<file path="config.mk">
export PLATFORM = sky130hd
export DESIGN_NAME = ioPorts
export DESIGN_NICKNAME = d
export VERILOG_FILES = /design/src/hdl/miniAluPkg.sv /design/src/hdl/ioPorts.sv
export VERILOG_INCLUDE_DIRS = /design/src /design/src/hdl
export SDC_FILE = /design/constraint.sdc
export NUM_CORES = 1
export LEC_CHECK = 0
export BUFFER_PORTS_ARGS = -buffer_cell sky130_fd_sc_hd__buf_2
export CAP_MARGIN = 15
export CORE_MARGIN = 1.5
export CORE_UTILIZATION = 35
export DETAILED_ROUTE_END_ITERATION = 10
export MAX_ROUTING_LAYER = met4
export PLACE_DENSITY = 0.69
export SKIP_LAST_GASP = 1
export SLEW_MARGIN = 20
export SYNTH_ARGS = -nofsm -noshare
export SYNTH_HDL_FRONTEND = slang
export SYNTH_SLANG_ARGS = --single-unit
</file>
<file path="constraint.sdc">
create_clock -name Clock -period 1.5 [get_ports Clock]
set_input_delay 0.3 -clock Clock [delete_from_list [all_inputs] [get_ports Clock]]
set_output_delay 0.3 -clock Clock [all_outputs]
set_load 0.02 [all_outputs]
</file>
<file path="src/hdl/miniAlu_consts.svh">
`ifndef MINIALU_CONSTS_SVH
`define MINIALU_CONSTS_SVH

// ------------------------------
// Memory sizes
// ------------------------------

// Program words reachable by the IP
`define PROG_DEPTH 256

// Data words addressed by one instruction byte
`define DATA_DEPTH 256

// ------------------------------
// Widths
// ------------------------------

`define INSTR_WIDTH 28
`define DATA_WIDTH 16
// Shared by data addresses and program addresses
`define ADDR_WIDTH 8
`define LED_WIDTH 8
// One extra bit above the program space for the run register
`define WB_ADR_WIDTH 9

// ------------------------------
// Special addresses
// ------------------------------

// SMUL result halves, shadow the top two data words on reads
`define RL_ADDR 8'hFE
`define RH_ADDR 8'hFF

// Run register word address on the bus
`define CTRL_ADR 9'd256

`endif

</file>
<file path="src/hdl/miniAluPkg.sv">
`default_nettype none

package miniAluPkg;

`include "miniAlu_consts.svh"

   // Basic vectors
   typedef logic [`ADDR_WIDTH-1:0] regAddrT;
   typedef logic signed [`DATA_WIDTH-1:0] dataT;
   typedef logic [`ADDR_WIDTH-1:0] ipT;
   typedef logic [`LED_WIDTH-1:0] ledT;

   // Opcode field, 14 and 15 are illegal
   typedef enum logic [3:0]
   {
      NOP      = 4'd0,
      ADD      = 4'd1,
      SUB      = 4'd2,
      SMUL     = 4'd3,
      STO      = 4'd4,
      BLE      = 4'd5,
      JMP      = 4'd6,
      CALL     = 4'd7,
      RET      = 4'd8,
      LED      = 4'd9,
      LCD_CHAR = 4'd10,
      LCD_CMD  = 4'd11,
      LCD_ENB  = 4'd12,
      SHL      = 4'd13
   } opcodeT;

   // Instruction word, src0 in the low byte
   typedef struct packed
   {
      opcodeT  op;
      regAddrT dest;
      regAddrT src1;
      regAddrT src0;
   } instrT;

   // Execute to IP
   typedef struct packed
   {
      logic taken;
      logic isCall;
      logic isRet;
      ipT   target;
   } branchT;

   // Data memory write port
   typedef struct packed
   {
      logic    en;
      regAddrT addr;
      dataT    data;
   } ramWriteT;

   // LCD pins
   typedef struct packed
   {
      logic       rw;
      logic       rs;
      logic       en;
      logic [3:0] data;
   } lcdT;

   // Wishbone classic, master side
   typedef struct packed
   {
      logic                     cyc;
      logic                     stb;
      logic                     we;
      logic [`WB_ADR_WIDTH-1:0] adr;
      logic [`INSTR_WIDTH-1:0]  dat;
   } wbReqT;

   // Wishbone classic, slave side
   typedef struct packed
   {
      logic                    ack;
      logic [`INSTR_WIDTH-1:0] dat;
   } wbRspT;

endpackage

`default_nettype wire

</file>
<file path="src/hdl/ioPorts.sv">
`timescale 1ns/1ps
`default_nettype none

module ioPorts import miniAluPkg::*;
(
   input  wire       Clock,
   input  wire       arstN,
   input  wire       ledEn,
   input  wire       lcdLoad,
   input  wire       lcdIsChar,
   input  wire       lcdToggle,
   input  wire dataT srcData1,
   output ledT       led,
   output lcdT       lcd
);

   // ------------------------------
   // LED register
   // ------------------------------
   // Low byte of the operand
   always_ff @(posedge Clock or negedge arstN)
   begin
      if (!arstN)
         led <= '0;
      else if (ledEn)
         led <= srcData1[7:0];
   end

   // ------------------------------
   // LCD port
   // ------------------------------
   always_ff @(posedge Clock or negedge arstN)
   begin
      if (!arstN)
         lcd <= '0;
      else
      begin
         // 4-bit bus carries the upper nibble of the low byte
         if (lcdLoad)
         begin
            lcd.rw   <= 1'b0;
            lcd.rs   <= lcdIsChar;
            lcd.data <= srcData1[7:4];
         end
         // Enable strobe flips once per LCD_ENB
         if (lcdToggle)
            lcd.en <= ~lcd.en;
      end
   end

endmodule

`default_nettype wire

</file>
==> flow_summary.json <==
{
  "cp_cell_sequence": "buf_2",
  "syn_nets": 53,
  "p_per_area_nw_per_um2": 1240,
  "drv_slew": 0,
  "setup_viol_count_final": 0,
  "wirelength_um": 922,
  "design_area_um2": 741,
  "grt_overflow": 0,
  "root_buffer": "clkbuf_4",
  "via_count": 344,
  "grt_max_degree": 15,
  "cts_resized": 0,
  "fin_hold_ws_ns": 0.206,
  "area_growth_pct": 32.7,
  "mappedNetlistArea_um2": 558,
  "status": "completed",
  "layout_commonest_cell": "buf_2",
  "critPathBufInv": 1,
  "cts_tree": "built",
  "power_leakage_nw": 0.388,
  "arrival_ns": 0.82,
  "fin_util": 0.492,
  "place_inst": 72,
  "first_pass_iters": 1,
  "drc": 0,
  "syn_inst": 31,
  "fin_crit_ns": 1.12,
  "gp_congestion": 0.645,
  "cts_hold_buffers": 1,
  "grt_pass1_wl_um": 1570,
  "drtIter0Drc": 0,
  "diodes": 0,
  "initial_utilization": 0.370,
  "placed_area_um2": 694,
  "path_delay_family": "flip-flops",
  "htreeDepth": 1,
  "final_layout_size_suffix_gt1_frac": 0.721,
  "clk_pin_slew_worst_paths_ns": 0.08,
  "grt_pass1_vias": 337,
  "yosysSeqAreaShare": 0.628,
  "max-vdd-ir-drop_v": 0.000487,
  "ys_ff_latch": 14,
  "numCtsBuffers": 3,
  "hold_viol_final": 0,
  "cp_max_fo": 2,
  "die_h_um": 42.9,
  "clk_latency_ns": 0.27,
  "grt_usage": 0.126,
  "ys_top_cells_by_area": "dfrtp_1 (63%), mux2_4 (22%), mux2_2 (10%)",
  "via_per_inst": 4.47,
  "end_kind": "primary output",
  "yosysTopAreaCell": "dfrtp_1",
  "ys_warn_count": 0,
  "rows": 14,
  "fin_cells": 77,
  "cts_setup_buffers": 0,
  "critical-path-max-stage-delay_ns": 0.39,
  "routedWlPerCell_um": 12.0,
  "core-area_um2": 1510,
  "io_pins": 37,
  "synth.avg_cell_area_um2": 18.0,
  "cts.sinks": 14,
  "max_cap_viol_count": 0,
  "synth_top_area_frac": 0.628,
  "port_buffers": 27,
  "clock_skew_ns": 0,
  "ant_nets": 0,
  "antenna_found_initial": 0,
  "die_w_um": 42.9,
  "finalNetCount": 84,
  "filler_cell_count": 140,
  "die_area_um2": 1840,
  "hold_path_class": "in2reg",
  "worst_ep_required_time_ns": 1.20,
  "rsz0062_at_grt": "no",
  "worstSetupStartpointType": "flop",
  "period_share": 0.747,
  "yosys.cell_types.count": 7,
  "clock_path_buffers": 2,
  "max_freq_mhz": 892,
  "fin_setup_tns_ns": 0,
  "final_cell_mix": "buf_2 (27), dfrtp_1 (14), mux2_4 (8)",
  "critPathSlowestCell": "dfrtp_1",
  "criticalPathCategory": "reg2out"
}
## through the flow
stage / total power [mW] / worst slack, ns
floorplan: 0.591 / 0.658
global placement: 0.666 / 0.493
detailed placement: 0.670 / 0.465
CTS: 0.938 / 0.364
global route: 0.994 / 0.309
finish: 0.920 / 0.379
## layout make-up
class	instances	area [µm²]	share of cell area
Tap cell	16	20.0	0.0270
Timing Repair Buffer	28	145	0.196
Multi-Input combinational cell	15	189	0.255
Clock buffer	4	36.3	0.0490
Sequential cell	14	350	0.473
## layer usage
layer | wire length [µm] | track usage | vias up
met5 | 0 | - | -
met1 | 441 | 0.171 | 158
met2 | 392 | 0.164 | 20
li1 | - | - | 166
met3 | 87 | 0.0553 | 0
met4 | 0 | 0.0545 | 0
## sequential cells by signal, summed over array words and instances (netlist names)
| name | count |
|---|---|
| lcd | 6 |
| led | 8 |
## synthesized netlist by cell type
library cell and n:
mux2_2 5, mux2_4 8, buf_4 1, dfrtp_1 14, xor2_1 1, buf_6 1, conb_1 1
## logic make-up after synthesis
| kind of cell | Yosys count | share of synthesized area |
|---|---|---|
| XOR/XNOR | 1 | 0.0157 |
| other | 1 | 0.00672 |
| buffers and inverters | 2 | 0.0336 |
| multiplexers | 13 | 0.316 |
| flip-flops | 14 | 0.628 |
## worst paths after layout
path,start,cells after the start,endpoint,slack [ns]
min reg2reg,lcd[4],1,lcd[4],0.46
min,lcdToggle,2,lcd[4],0.21
max,led[6],1,led[6],0.38
min in group asynchronous,arstN,2,led[7],0.44
max reg2reg,led[5],1,led[5],0.73
max in group asynchronous,arstN,2,lcd[5],0.84
## report_power, final
group	total [mW]	switching (mW)	internal, mW
registers	0.451	0.0245	0.426
clock network	0.259	0.112	0.147
logic	0.211	0.114	0.0962
Power figures use the tool's default switching activity.
