`src/hdl/miniAlu_consts.svh`:
```
`ifndef MINIALU_CONSTS_SVH
`define MINIALU_CONSTS_SVH

// ------------------------------
// Memory sizes
// ------------------------------

// Program words reachable by the IP
`define PROG_DEPTH 256

// Data words addressed by one instruction byte
`define DATA_DEPTH 256

// ------------------------------
// Widths
// ------------------------------

`define INSTR_WIDTH 28
`define DATA_WIDTH 16
// Shared by data addresses and program addresses
`define ADDR_WIDTH 8
`define LED_WIDTH 8
// One extra bit above the program space for the run register
`define WB_ADR_WIDTH 9

// ------------------------------
// Special addresses
// ------------------------------

// SMUL result halves, shadow the top two data words on reads
`define RL_ADDR 8'hFE
`define RH_ADDR 8'hFF

// Run register word address on the bus
`define CTRL_ADR 9'd256

`endif

```
`src/hdl/miniAluPkg.sv`:
```
`default_nettype none

package miniAluPkg;

`include "miniAlu_consts.svh"

   // Basic vectors
   typedef logic [`ADDR_WIDTH-1:0] regAddrT;
   typedef logic signed [`DATA_WIDTH-1:0] dataT;
   typedef logic [`ADDR_WIDTH-1:0] ipT;
   typedef logic [`LED_WIDTH-1:0] ledT;

   // Opcode field, 14 and 15 are illegal
   typedef enum logic [3:0]
   {
      NOP      = 4'd0,
      ADD      = 4'd1,
      SUB      = 4'd2,
      SMUL     = 4'd3,
      STO      = 4'd4,
      BLE      = 4'd5,
      JMP      = 4'd6,
      CALL     = 4'd7,
      RET      = 4'd8,
      LED      = 4'd9,
      LCD_CHAR = 4'd10,
      LCD_CMD  = 4'd11,
      LCD_ENB  = 4'd12,
      SHL      = 4'd13
   } opcodeT;

   // Instruction word, src0 in the low byte
   typedef struct packed
   {
      opcodeT  op;
      regAddrT dest;
      regAddrT src1;
      regAddrT src0;
   } instrT;

   // Execute to IP
   typedef struct packed
   {
      logic taken;
      logic isCall;
      logic isRet;
      ipT   target;
   } branchT;

   // Data memory write port
   typedef struct packed
   {
      logic    en;
      regAddrT addr;
      dataT    data;
   } ramWriteT;

   // LCD pins
   typedef struct packed
   {
      logic       rw;
      logic       rs;
      logic       en;
      logic [3:0] data;
   } lcdT;

   // Wishbone classic, master side
   typedef struct packed
   {
      logic                     cyc;
      logic                     stb;
      logic                     we;
      logic [`WB_ADR_WIDTH-1:0] adr;
      logic [`INSTR_WIDTH-1:0]  dat;
   } wbReqT;

   // Wishbone classic, slave side
   typedef struct packed
   {
      logic                    ack;
      logic [`INSTR_WIDTH-1:0] dat;
   } wbRspT;

endpackage

`default_nettype wire

```
`src/hdl/instructionPointer.sv`:
```
`timescale 1ns/1ps
`default_nettype none

module instructionPointer import miniAluPkg::*;
(
   input  wire         Clock,
   input  wire         arstN,
   input  wire         run,
   input  wire branchT branch,
   output ipT          ip
);

   ipT ipCnt;
   ipT retIp;

   // ------------------------------
   // Next fetch address
   // ------------------------------
   // Taken branch redirects the fetch of this very cycle
   always_comb
   begin
      if (!run)
         ip = '0;
      else if (branch.taken && branch.isRet)
         ip = retIp;
      else if (branch.taken)
         ip = branch.target;
      else
         ip = ipCnt;
   end

   // Sequential counter follows whatever was fetched
   always_ff @(posedge Clock or negedge arstN)
   begin
      if (!arstN)
         ipCnt <= '0;
      else if (!run)
         ipCnt <= '0;
      else
         ipCnt <= ip + 1'b1;
   end

   // Return address
   // During CALL execute the counter already points past the CALL
   always_ff @(posedge Clock or negedge arstN)
   begin
      if (!arstN)
         retIp <= '0;
      else if (run && branch.taken && branch.isCall)
         retIp <= ipCnt;
   end

endmodule

`default_nettype wire

```
`config.mk`:
```
export PLATFORM = sky130hd
export DESIGN_NAME = instructionPointer
export DESIGN_NICKNAME = d
export VERILOG_FILES = /design/src/hdl/miniAluPkg.sv /design/src/hdl/instructionPointer.sv
export VERILOG_INCLUDE_DIRS = /design/src /design/src/hdl
export SDC_FILE = /design/constraint.sdc
export NUM_CORES = 1
export LEC_CHECK = 0
export ABC_CLOCK_PERIOD_IN_PS = 2060
export BUFFER_PORTS_ARGS = -buffer_cell sky130_fd_sc_hd__buf_2
export CAP_MARGIN = 20
export CORE_MARGIN = 8
export CORE_UTILIZATION = 49
export CTS_BUF_LIST = sky130_fd_sc_hd__clkbuf_2 sky130_fd_sc_hd__clkbuf_4 sky130_fd_sc_hd__clkbuf_8
export DETAILED_ROUTE_END_ITERATION = 6
export GPL_TIMING_DRIVEN = 0
export PLACE_DENSITY_LB_ADDON = 0.25
export SKIP_CTS_REPAIR_TIMING = 1
export SYNTH_ARGS = -nofsm -noshare
export SYNTH_HDL_FRONTEND = slang
export SYNTH_SLANG_ARGS = --single-unit
```
`constraint.sdc`:
```
create_clock -name Clock -period 2.06 [get_ports Clock]
set_input_delay 0.206 -clock Clock [delete_from_list [all_inputs] [get_ports Clock]]
set_output_delay 0.206 -clock Clock [all_outputs]
set_load 0.05 [all_outputs]
```
==> out/results.ini <==
[die]
die_w_um=60.37
rows=16
ios=22
die_y_um=60.37
initial_core_util=0.5072
core-area_mm2=0.001902
design.die.area_mm2=0.003645

[pwr]
p_leak_uw=0.0005433
finalPower_uw=741.4
vdd_drop_max_v=0.0003540
p_per_area_mw_per_mm2=655.4

[worst_setup_path]
setup.worst_path.start_class=flop
worstPathArrival_ps=2000
rrSetupSlack_ps=220
worstSetupPathType=flop to flop
crit_path_max_fanout=4
critPathCaptureType=flop
required_ps=2220

[placed_design]
dpl_cell_area_mm2=0.001099
place.detailed.hpwl_um=1418
dp_cells=125
gp_congestion=0.6920
io_buffers=19

[grt]
antenna_found_initial=0
grt_max_degree=17
grt_pass1_vias=749
grt_overflow=0
grt_pass1_wl_um=3284
grt.total_usage=0.1199

[layout]
fin_area_mm2=0.001131
final_cell_mix=buf_2, dfrtp_1, and2_1, mux2_2, mux2i_1
regArea_um2=400.4
n_antenna_cell=0
mostFrequentLayoutCell=buf_2
fill_cells=169
drive_gt1_frac=0.4804
multi_input_area_um2=531.8
fin_cells=129
syn2layout_area_growth_pct=17.25
fin_nets=119

[logic_synthesis]
synth_largest_area_cell=dfrtp_1
synth_cell_types=31
synth_area_leaders=dfrtp_1, mux2_2, mux2i_1
synthFlopType=dfrtp_1
syn_avg_cell_area_um2=12.21
synth_edf_count=0
ys_seq_elements=16
synthArstFlopShare=1.000
syn-instance-count=79
synth_area_um2=964.7
synth_nets=94
synth_top_area_share=0.4150
ys_warn_count=0
yosysSeqAreaShare=0.4150

[drt]
firstDrtPassIters=3
antenna_left=0
dr.first_iter.drc_count=5
vias=653
wirelength_um=1870
avgRoutedWirePerCell_um=14.50
drc=0
viasPerCell=5.062

[sta]
finalHoldViolCount=0
worstMarginPinSlew_ps=443.0
setup_tns_ps=0
drv_slew=0
setup_violations=0
skew_ps=3.063
hold_slack_ps=357.3
timing.fmax_mhz=543.3
rsz0062_at_grt=false
slew_headroom=0.7038
fin_crit_ps=1840
finalCritPeriodShare=0.8934

[clocking]
cts_num_sinks=16
cts_buffers=3
htreeDepth=1
cts_root_buf=clkbuf_4
insertion_delay_ps=280
clockBufferDepth=2
clk_pin_slew_ps=90
cts_tree=done

[flow_run]
maxCapViolCount=0

[run_status]
outcome=finished, final reports clean

[hold_path]
hold_class=input pin to async pin

cell usage after synthesis, drive strengths merged (2+ instances only):
master  instances
nor2b           3
mux2           13
and2            8
nand4           2
nand3           2
mux2i           8
a21oi           5
nor2            5
buf             3
dfrtp          16
xnor2           2
o21ai           4
worst paths after layout:
kind / from / endpoint / cells past startpoint
worst max-delay path: retIp[1] / ipCnt[6] / 7
worst min-delay path: arstN / retIp[1] / 2
worst max register to register: retIp[1] / ipCnt[6] / 7
worst min register to register: ipCnt[2] / retIp[2] / 1
max in group asynchronous: arstN / ipCnt[5] / 2
min in group Clock: branch[7] / ipCnt[7] / 4
routing by layer:
| metal | vias to the layer above | track usage | wire length [um] |
|---|---|---|---|
| li1 | 320 | - | - |
| met1 | 320 | 0.1363 | 833 |
| met2 | 11 | 0.2088 | 948 |
| met3 | 2 | 0.02754 | 78 |
| met4 | 0 | 0.05102 | 10 |
| met5 | - | 0 | 0 |
worst max-delay path, stage by stage, from the launching register on:
cell,delay [ps]
dfrtp_1,380
mux2_4,260
mux2i_2,300
nor2b_2,100
ha_1,210
inv_1,100
nor2_2,50
mux2_1,310
logic make-up after synthesis:
kind of cell,count (synthesis),synth area share
compound gates,10,0.09467
xor+xnor,3,0.02724
fa+ha+maj,1,0.01297
buf+inv,5,0.03890
flops,16,0.4150
mux,21,0.2594
simple gates,23,0.1518
state kept, by name, indices dropped and copies added, names as in the netlist:
signal  cells
retIp       8
ipCnt       8
report_power, final:
group	switching (uW)	internal [uW]
registers	17.3	348
clock network	93.7	67.8
logic	124	90.0
area by class of cell:
cell class	count	share of cell area
Buffer	4	0.02987
Clock buffer	3	0.01991
Inverter	1	0.003319
Multi-Input combinational cell	58	0.4701
Sequential cell	16	0.3540
Tap cell	27	0.02987
Timing Repair Buffer	20	0.09292
through the flow:
| stage | util | setup WS [ps] |
|---|---|---|
| floorplan | - | 37.99 |
| global placement | 0.5776 | 244.7 |
| detailed placement | 0.5776 | 202.1 |
| CTS | 0.5895 | 223.4 |
| global route | 0.5947 | 147.8 |
| finish | 0.5947 | 219.5 |
(Power assumes the default switching activity.)
