==> config.mk <==
export PLATFORM = sky130hd
export DESIGN_NAME = executeUnit
export DESIGN_NICKNAME = d
export VERILOG_FILES = /design/src/hdl/miniAluPkg.sv /design/src/hdl/executeUnit.sv
export VERILOG_INCLUDE_DIRS = /design/src /design/src/hdl
export SDC_FILE = /design/constraint.sdc
export NUM_CORES = 1
export LEC_CHECK = 0
export ABC_AREA = 0
export ABC_CLOCK_PERIOD_IN_PS = 9100
export BUFFER_PORTS_ARGS = -buffer_cell sky130_fd_sc_hd__buf_2
export CAP_MARGIN = 25
export CORE_ASPECT_RATIO = 1.25
export CORE_UTILIZATION = 63
export CTS_CLUSTER_SIZE = 14
export DETAILED_ROUTE_END_ITERATION = 6
export GPL_TIMING_DRIVEN = 1
export PLACE_DENSITY = 0.82
export SLEW_MARGIN = 30
export SYNTH_ARGS = -nofsm -noshare
export SYNTH_HDL_FRONTEND = slang
export SYNTH_SLANG_ARGS = --single-unit
==> constraint.sdc <==
create_clock -name Clock -period 9.1 [get_ports Clock]
set_input_delay 0 -clock Clock [delete_from_list [all_inputs] [get_ports Clock]]
set_output_delay 0 -clock Clock [all_outputs]
set_load 0.02 [all_outputs]
==> src/hdl/miniAlu_consts.svh <==
`ifndef MINIALU_CONSTS_SVH
`define MINIALU_CONSTS_SVH

// ------------------------------
// Memory sizes
// ------------------------------

// Program words reachable by the IP
`define PROG_DEPTH 256

// Data words addressed by one instruction byte
`define DATA_DEPTH 256

// ------------------------------
// Widths
// ------------------------------

`define INSTR_WIDTH 28
`define DATA_WIDTH 16
// Shared by data addresses and program addresses
`define ADDR_WIDTH 8
`define LED_WIDTH 8
// One extra bit above the program space for the run register
`define WB_ADR_WIDTH 9

// ------------------------------
// Special addresses
// ------------------------------

// SMUL result halves, shadow the top two data words on reads
`define RL_ADDR 8'hFE
`define RH_ADDR 8'hFF

// Run register word address on the bus
`define CTRL_ADR 9'd256

`endif

==> src/hdl/miniAluPkg.sv <==
`default_nettype none

package miniAluPkg;

`include "miniAlu_consts.svh"

   // Basic vectors
   typedef logic [`ADDR_WIDTH-1:0] regAddrT;
   typedef logic signed [`DATA_WIDTH-1:0] dataT;
   typedef logic [`ADDR_WIDTH-1:0] ipT;
   typedef logic [`LED_WIDTH-1:0] ledT;

   // Opcode field, 14 and 15 are illegal
   typedef enum logic [3:0]
   {
      NOP      = 4'd0,
      ADD      = 4'd1,
      SUB      = 4'd2,
      SMUL     = 4'd3,
      STO      = 4'd4,
      BLE      = 4'd5,
      JMP      = 4'd6,
      CALL     = 4'd7,
      RET      = 4'd8,
      LED      = 4'd9,
      LCD_CHAR = 4'd10,
      LCD_CMD  = 4'd11,
      LCD_ENB  = 4'd12,
      SHL      = 4'd13
   } opcodeT;

   // Instruction word, src0 in the low byte
   typedef struct packed
   {
      opcodeT  op;
      regAddrT dest;
      regAddrT src1;
      regAddrT src0;
   } instrT;

   // Execute to IP
   typedef struct packed
   {
      logic taken;
      logic isCall;
      logic isRet;
      ipT   target;
   } branchT;

   // Data memory write port
   typedef struct packed
   {
      logic    en;
      regAddrT addr;
      dataT    data;
   } ramWriteT;

   // LCD pins
   typedef struct packed
   {
      logic       rw;
      logic       rs;
      logic       en;
      logic [3:0] data;
   } lcdT;

   // Wishbone classic, master side
   typedef struct packed
   {
      logic                     cyc;
      logic                     stb;
      logic                     we;
      logic [`WB_ADR_WIDTH-1:0] adr;
      logic [`INSTR_WIDTH-1:0]  dat;
   } wbReqT;

   // Wishbone classic, slave side
   typedef struct packed
   {
      logic                    ack;
      logic [`INSTR_WIDTH-1:0] dat;
   } wbRspT;

endpackage

`default_nettype wire

==> src/hdl/executeUnit.sv <==
`timescale 1ns/1ps
`default_nettype none

`include "miniAlu_consts.svh"

module executeUnit import miniAluPkg::*;
(
   input  wire        Clock,
   input  wire        arstN,
   input  wire        run,
   input  wire instrT instr,
   input  wire dataT  rdData0,
   input  wire dataT  rdData1,
   output branchT     branch,
   output ramWriteT   ramWrite,
   output logic       ledEn,
   output logic       lcdLoad,
   output logic       lcdIsChar,
   output logic       lcdToggle,
   output dataT       srcData1
);

   localparam instrT nopInstr = '{op: NOP, dest: '0, src1: '0, src0: '0};

   instrT                           exInstr;
   ramWriteT                        lastWrite;
   dataT                            rl;
   dataT                            rh;
   dataT                            srcData0;
   dataT                            immediate;
   logic signed [2*`DATA_WIDTH-1:0] product;
   logic                            smulEn;

   // Forwarding beats RL/RH, which beat the RAM word
   function automatic dataT pickSource(regAddrT addr, dataT ramData, ramWriteT prev,
                                       dataT regL, dataT regH);
      dataT result;
      if (prev.en && (addr == prev.addr))
         result = prev.data;
      else if (addr == `RL_ADDR)
         result = regL;
      else if (addr == `RH_ADDR)
         result = regH;
      else
         result = ramData;
      return result;
   endfunction

   // ------------------------------
   // Fetch/execute register
   // ------------------------------
   always_ff @(posedge Clock or negedge arstN)
   begin
      if (!arstN)
      begin
         exInstr   <= nopInstr;
         lastWrite <= '0;
      end
      else
      begin
         // Idle core executes NOPs
         exInstr   <= run ? instr : nopInstr;
         // Previous write kept for read after write
         lastWrite <= ramWrite;
      end
   end

   // SMUL result halves
   always_ff @(posedge Clock)
   begin
      if (smulEn)
      begin
         rl <= product[`DATA_WIDTH-1:0];
         rh <= product[2*`DATA_WIDTH-1:`DATA_WIDTH];
      end
   end

   // ------------------------------
   // Operand select
   // ------------------------------
   assign srcData0  = pickSource(exInstr.src0, rdData0, lastWrite, rl, rh);
   assign srcData1  = pickSource(exInstr.src1, rdData1, lastWrite, rl, rh);
   assign immediate = dataT'({exInstr.src1, exInstr.src0});
   // Signed 16x16 into 32
   assign product   = srcData1 * srcData0;

   // ------------------------------
   // Opcode decode
   // ------------------------------
   always_comb
   begin
      branch    = '{taken: 1'b0, isCall: 1'b0, isRet: 1'b0, target: exInstr.dest};
      ramWrite  = '{en: 1'b0, addr: exInstr.dest, data: '0};
      ledEn     = 1'b0;
      lcdLoad   = 1'b0;
      lcdIsChar = 1'b0;
      lcdToggle = 1'b0;
      smulEn    = 1'b0;
      case (exInstr.op)
         ADD:
         begin
            ramWrite.en   = 1'b1;
            ramWrite.data = srcData1 + srcData0;
         end
         SUB:
         begin
            ramWrite.en   = 1'b1;
            ramWrite.data = srcData1 - srcData0;
         end
         SHL:
         begin
            ramWrite.en   = 1'b1;
            ramWrite.data = srcData1 << srcData0;
         end
         STO:
         begin
            ramWrite.en   = 1'b1;
            ramWrite.data = immediate;
         end
         // Only RL and RH change
         SMUL:
            smulEn = 1'b1;
         // Signed compare
         BLE:
            branch.taken = (srcData1 <= srcData0);
         JMP:
            branch.taken = 1'b1;
         CALL:
         begin
            branch.taken  = 1'b1;
            branch.isCall = 1'b1;
         end
         RET:
         begin
            branch.taken = 1'b1;
            branch.isRet = 1'b1;
         end
         LED:
            ledEn = 1'b1;
         LCD_CHAR:
         begin
            lcdLoad   = 1'b1;
            lcdIsChar = 1'b1;
         end
         LCD_CMD:
            lcdLoad = 1'b1;
         LCD_ENB:
            lcdToggle = 1'b1;
         // NOP and illegal codes
         default:
         begin
         end
      endcase
   end

endmodule

`default_nettype wire

==> results_dict.tcl <==
set metrics [dict create \
    clkLatencyLatePin_ps 390 \
    clkSinkCount 85 \
    fin_area_sq_um 17900 \
    finalCritPeriodShare_pct 93.7 \
    cts_tree "yes" \
    drv_slew 0 \
    dr.pass1.iters 6 \
    yosys.area.top_type "fa_1" \
    cp-end-kind "flip-flop" \
    synth_cell_types 78 \
    grt_setup_unrepaired "false" \
    port_buffers 118 \
    grt_max_degree 54 \
    ctsRootBufferMaster "clkbuf_16" \
    worst_slew_pin_slew_ps 1030 \
    synth_commonest_cells "inv_1 (319), fa_1 (264), nor2_1 (200)" \
    outcome "finished, final reports clean" \
    arrival_ps 8660 \
    die-width_um 146 \
    io_pins 119 \
    track_usage_pct 43.8 \
    worst-path-max-fanout 15 \
    fin_worst_skew_ps 23.3 \
    synth.most_common_cell "inv_1" \
    core_sq_um 25400 \
    layout-drive-gt1-share_pct 14.2 \
    overflow 0 \
    use_met2_pct 70.6 \
    placed_cell_area_sq_um 17300 \
    fin_crit_ps 8530 \
    setup_viol 0 \
    critical_path_class "reg2reg" \
    cts_max_path_buffers 2 \
    via_per_inst 6.31 \
    vias 14300 \
    final_nets 2365 \
    worstHoldPathType "in2reg" \
    critPathRequiredTime_ps 9230 \
    grt_pass1_wl_mm 85.4 \
    wl_mm 56.3 \
    start_util_pct 64.5 \
    die_y_um 182 \
    fp.dieArea_sq_um 26600 \
    cpPeakStageDelay_ps 640 \
    htree_levels 3 \
    area_growth_pct 9.49 \
    maxCapViolCount 0 \
    grt_use_met3_pct 10.5 \
    synthArstFlopShare_pct 62.4 \
    synth_top_area_share_pct 32.3 \
    max_slew_margin_pct 30.8 \
    hold_violations 0 \
    drtAntennaViolNets 0 \
    ys_seq_elements 85 \
    num_rows 65 \
    cts_buffers 9 \
    avgSynthCellArea_sq_um 9.07 \
    clk_pin_slew_ps 80 \
    antenna_found_initial 1 \
    grtUsageMet1_pct 52.4 \
    synth-main-ff-cell "dfrtp_1" \
    route.detailed.drc 0 \
    post_cts_buffers 0 \
    syn-num-nets 2246 \
    n_antenna_cell 0 \
    synth_edf_count 32 \
    dp.final_hpwl_mm 44.2 \
    netlist_instances 1805 \
    top_usage_layer "met2" \
    yosysWarningCount 0 \
    routedWlPerCell_um 24.9 \
    gp_congestion 1.02 \
    tns_ps 0 \
    crit_path_frequent_cell "fa_1" \
    cts-resized-gates 0 \
    fmax_mhz 117 \
    syn-cell-area_sq_um 16400 \
    critPathLaunchType "flip-flop" \
    crit_slowest_cell "nor2_2" \
    grt_pass1_vias 14700 \
    hold_buffers 29 \
    synth_area_leaders "fa_1 (32%), ha_1 (8.7%), dfrtp_1 (8.1%)" \
    drt_iter0_drc 1631 \
    ys_seq_area_share_pct 14.0 \
]
-- state kept, by name, summed over array words and instances (netlist names) --
| register | cells |
|---|---|
| branch | 8 |
| exInstr | 20 |
| lastWrite | 25 |
| rh | 16 |
| rl | 16 |
-- placed cells by master, fill, tap and decap left out, drive strengths merged, types with 9 or more instances in the layout --
master         n
mux2          53
and2          33
mux2i         45
clkbuf         9
or3           11
nor3          27
a211oi        25
nand3         27
o21bai         9
edfxtp        32
fa           264
buf          164
nor2b         11
xnor2         52
inv          331
a21o          21
o211ai        18
dfrtp         53
nor4          13
nor2         201
a31oi         10
dlygate4sd3   29
o21ai         38
a21oi         58
xor2          13
ha           114
nand2        163
-- stage by stage --
step	cells	util, %	setup slack (ps)	hold WS (ps)
2_1_floorplan	1805	-	1220	-296
3_3_place_gp	2219	68.3	928	159
3_5_place_dp	2219	68.3	695	175
4_1_cts	2264	70.6	697	65.1
5_1_grt	2264	70.6	180	95.9
6_report	2264	70.6	575	65.7
-- cells by family (layout without fill, tap and decap cells) --
logic type,count (synthesis),after routing,synth area share [%]
flip-flops,85,85,14.0
buffers and inverters,418,542,10.2
multiplexers,98,98,7.17
AO/OA/AOI/OAI,244,244,10.2
AND/OR/NAND/NOR,517,517,13.9
XOR/XNOR,65,65,3.57
adder cells (fa/ha/maj),378,378,41.0
-- final timing paths --
check | from | end | slack (ps) | cells after the start
min in group asynchronous | arstN | lastWrite[6] | 270 | 3
hold reg to reg | branch[5] | lastWrite[21] | 400 | 0
hold / removal | run | branch[0] | 70 | 2
max in group asynchronous | arstN | exInstr[12] | 8340 | 3
setup / recovery | exInstr[3] | rh[15] | 570 | 28
setup reg to reg | exInstr[3] | rh[15] | 570 | 28
-- worst max-delay path: cells and delay by family, from the launching register on --
kind	cells	cell delay [ps]
buffers and inverters	5	660
and+or+nand+nor	4	1000
muxes	1	500
adders and majority gates	7	3340
AOI/OAI and AO/OA	10	2320
DFF	1	400
xor gates and xnor gates	1	80
-- layer usage --
metal / wire length, um / part of all wire [%] / vias up
li1: - / - / 6016
met1: 19800 / 35 / 7054
met2: 26500 / 47 / 940
met3: 5480 / 9.7 / 278
met4: 4520 / 8.0 / 3
met5: 50 / 0.089 / -
-- final cells by class --
cell class                 instances  area [sq um]
multi-input combinational       1302         12400
fill                            1995          7450
sequential                        85          2290
inverter                         333          1250
timing repair buffer             193          1230
tap                              335           419
clock buffer                       9           225
clock inverter                     7          75.1
Power is not shown: default switching activity piles up to over one toggle a cycle in this logic, so the estimate is an artifact.
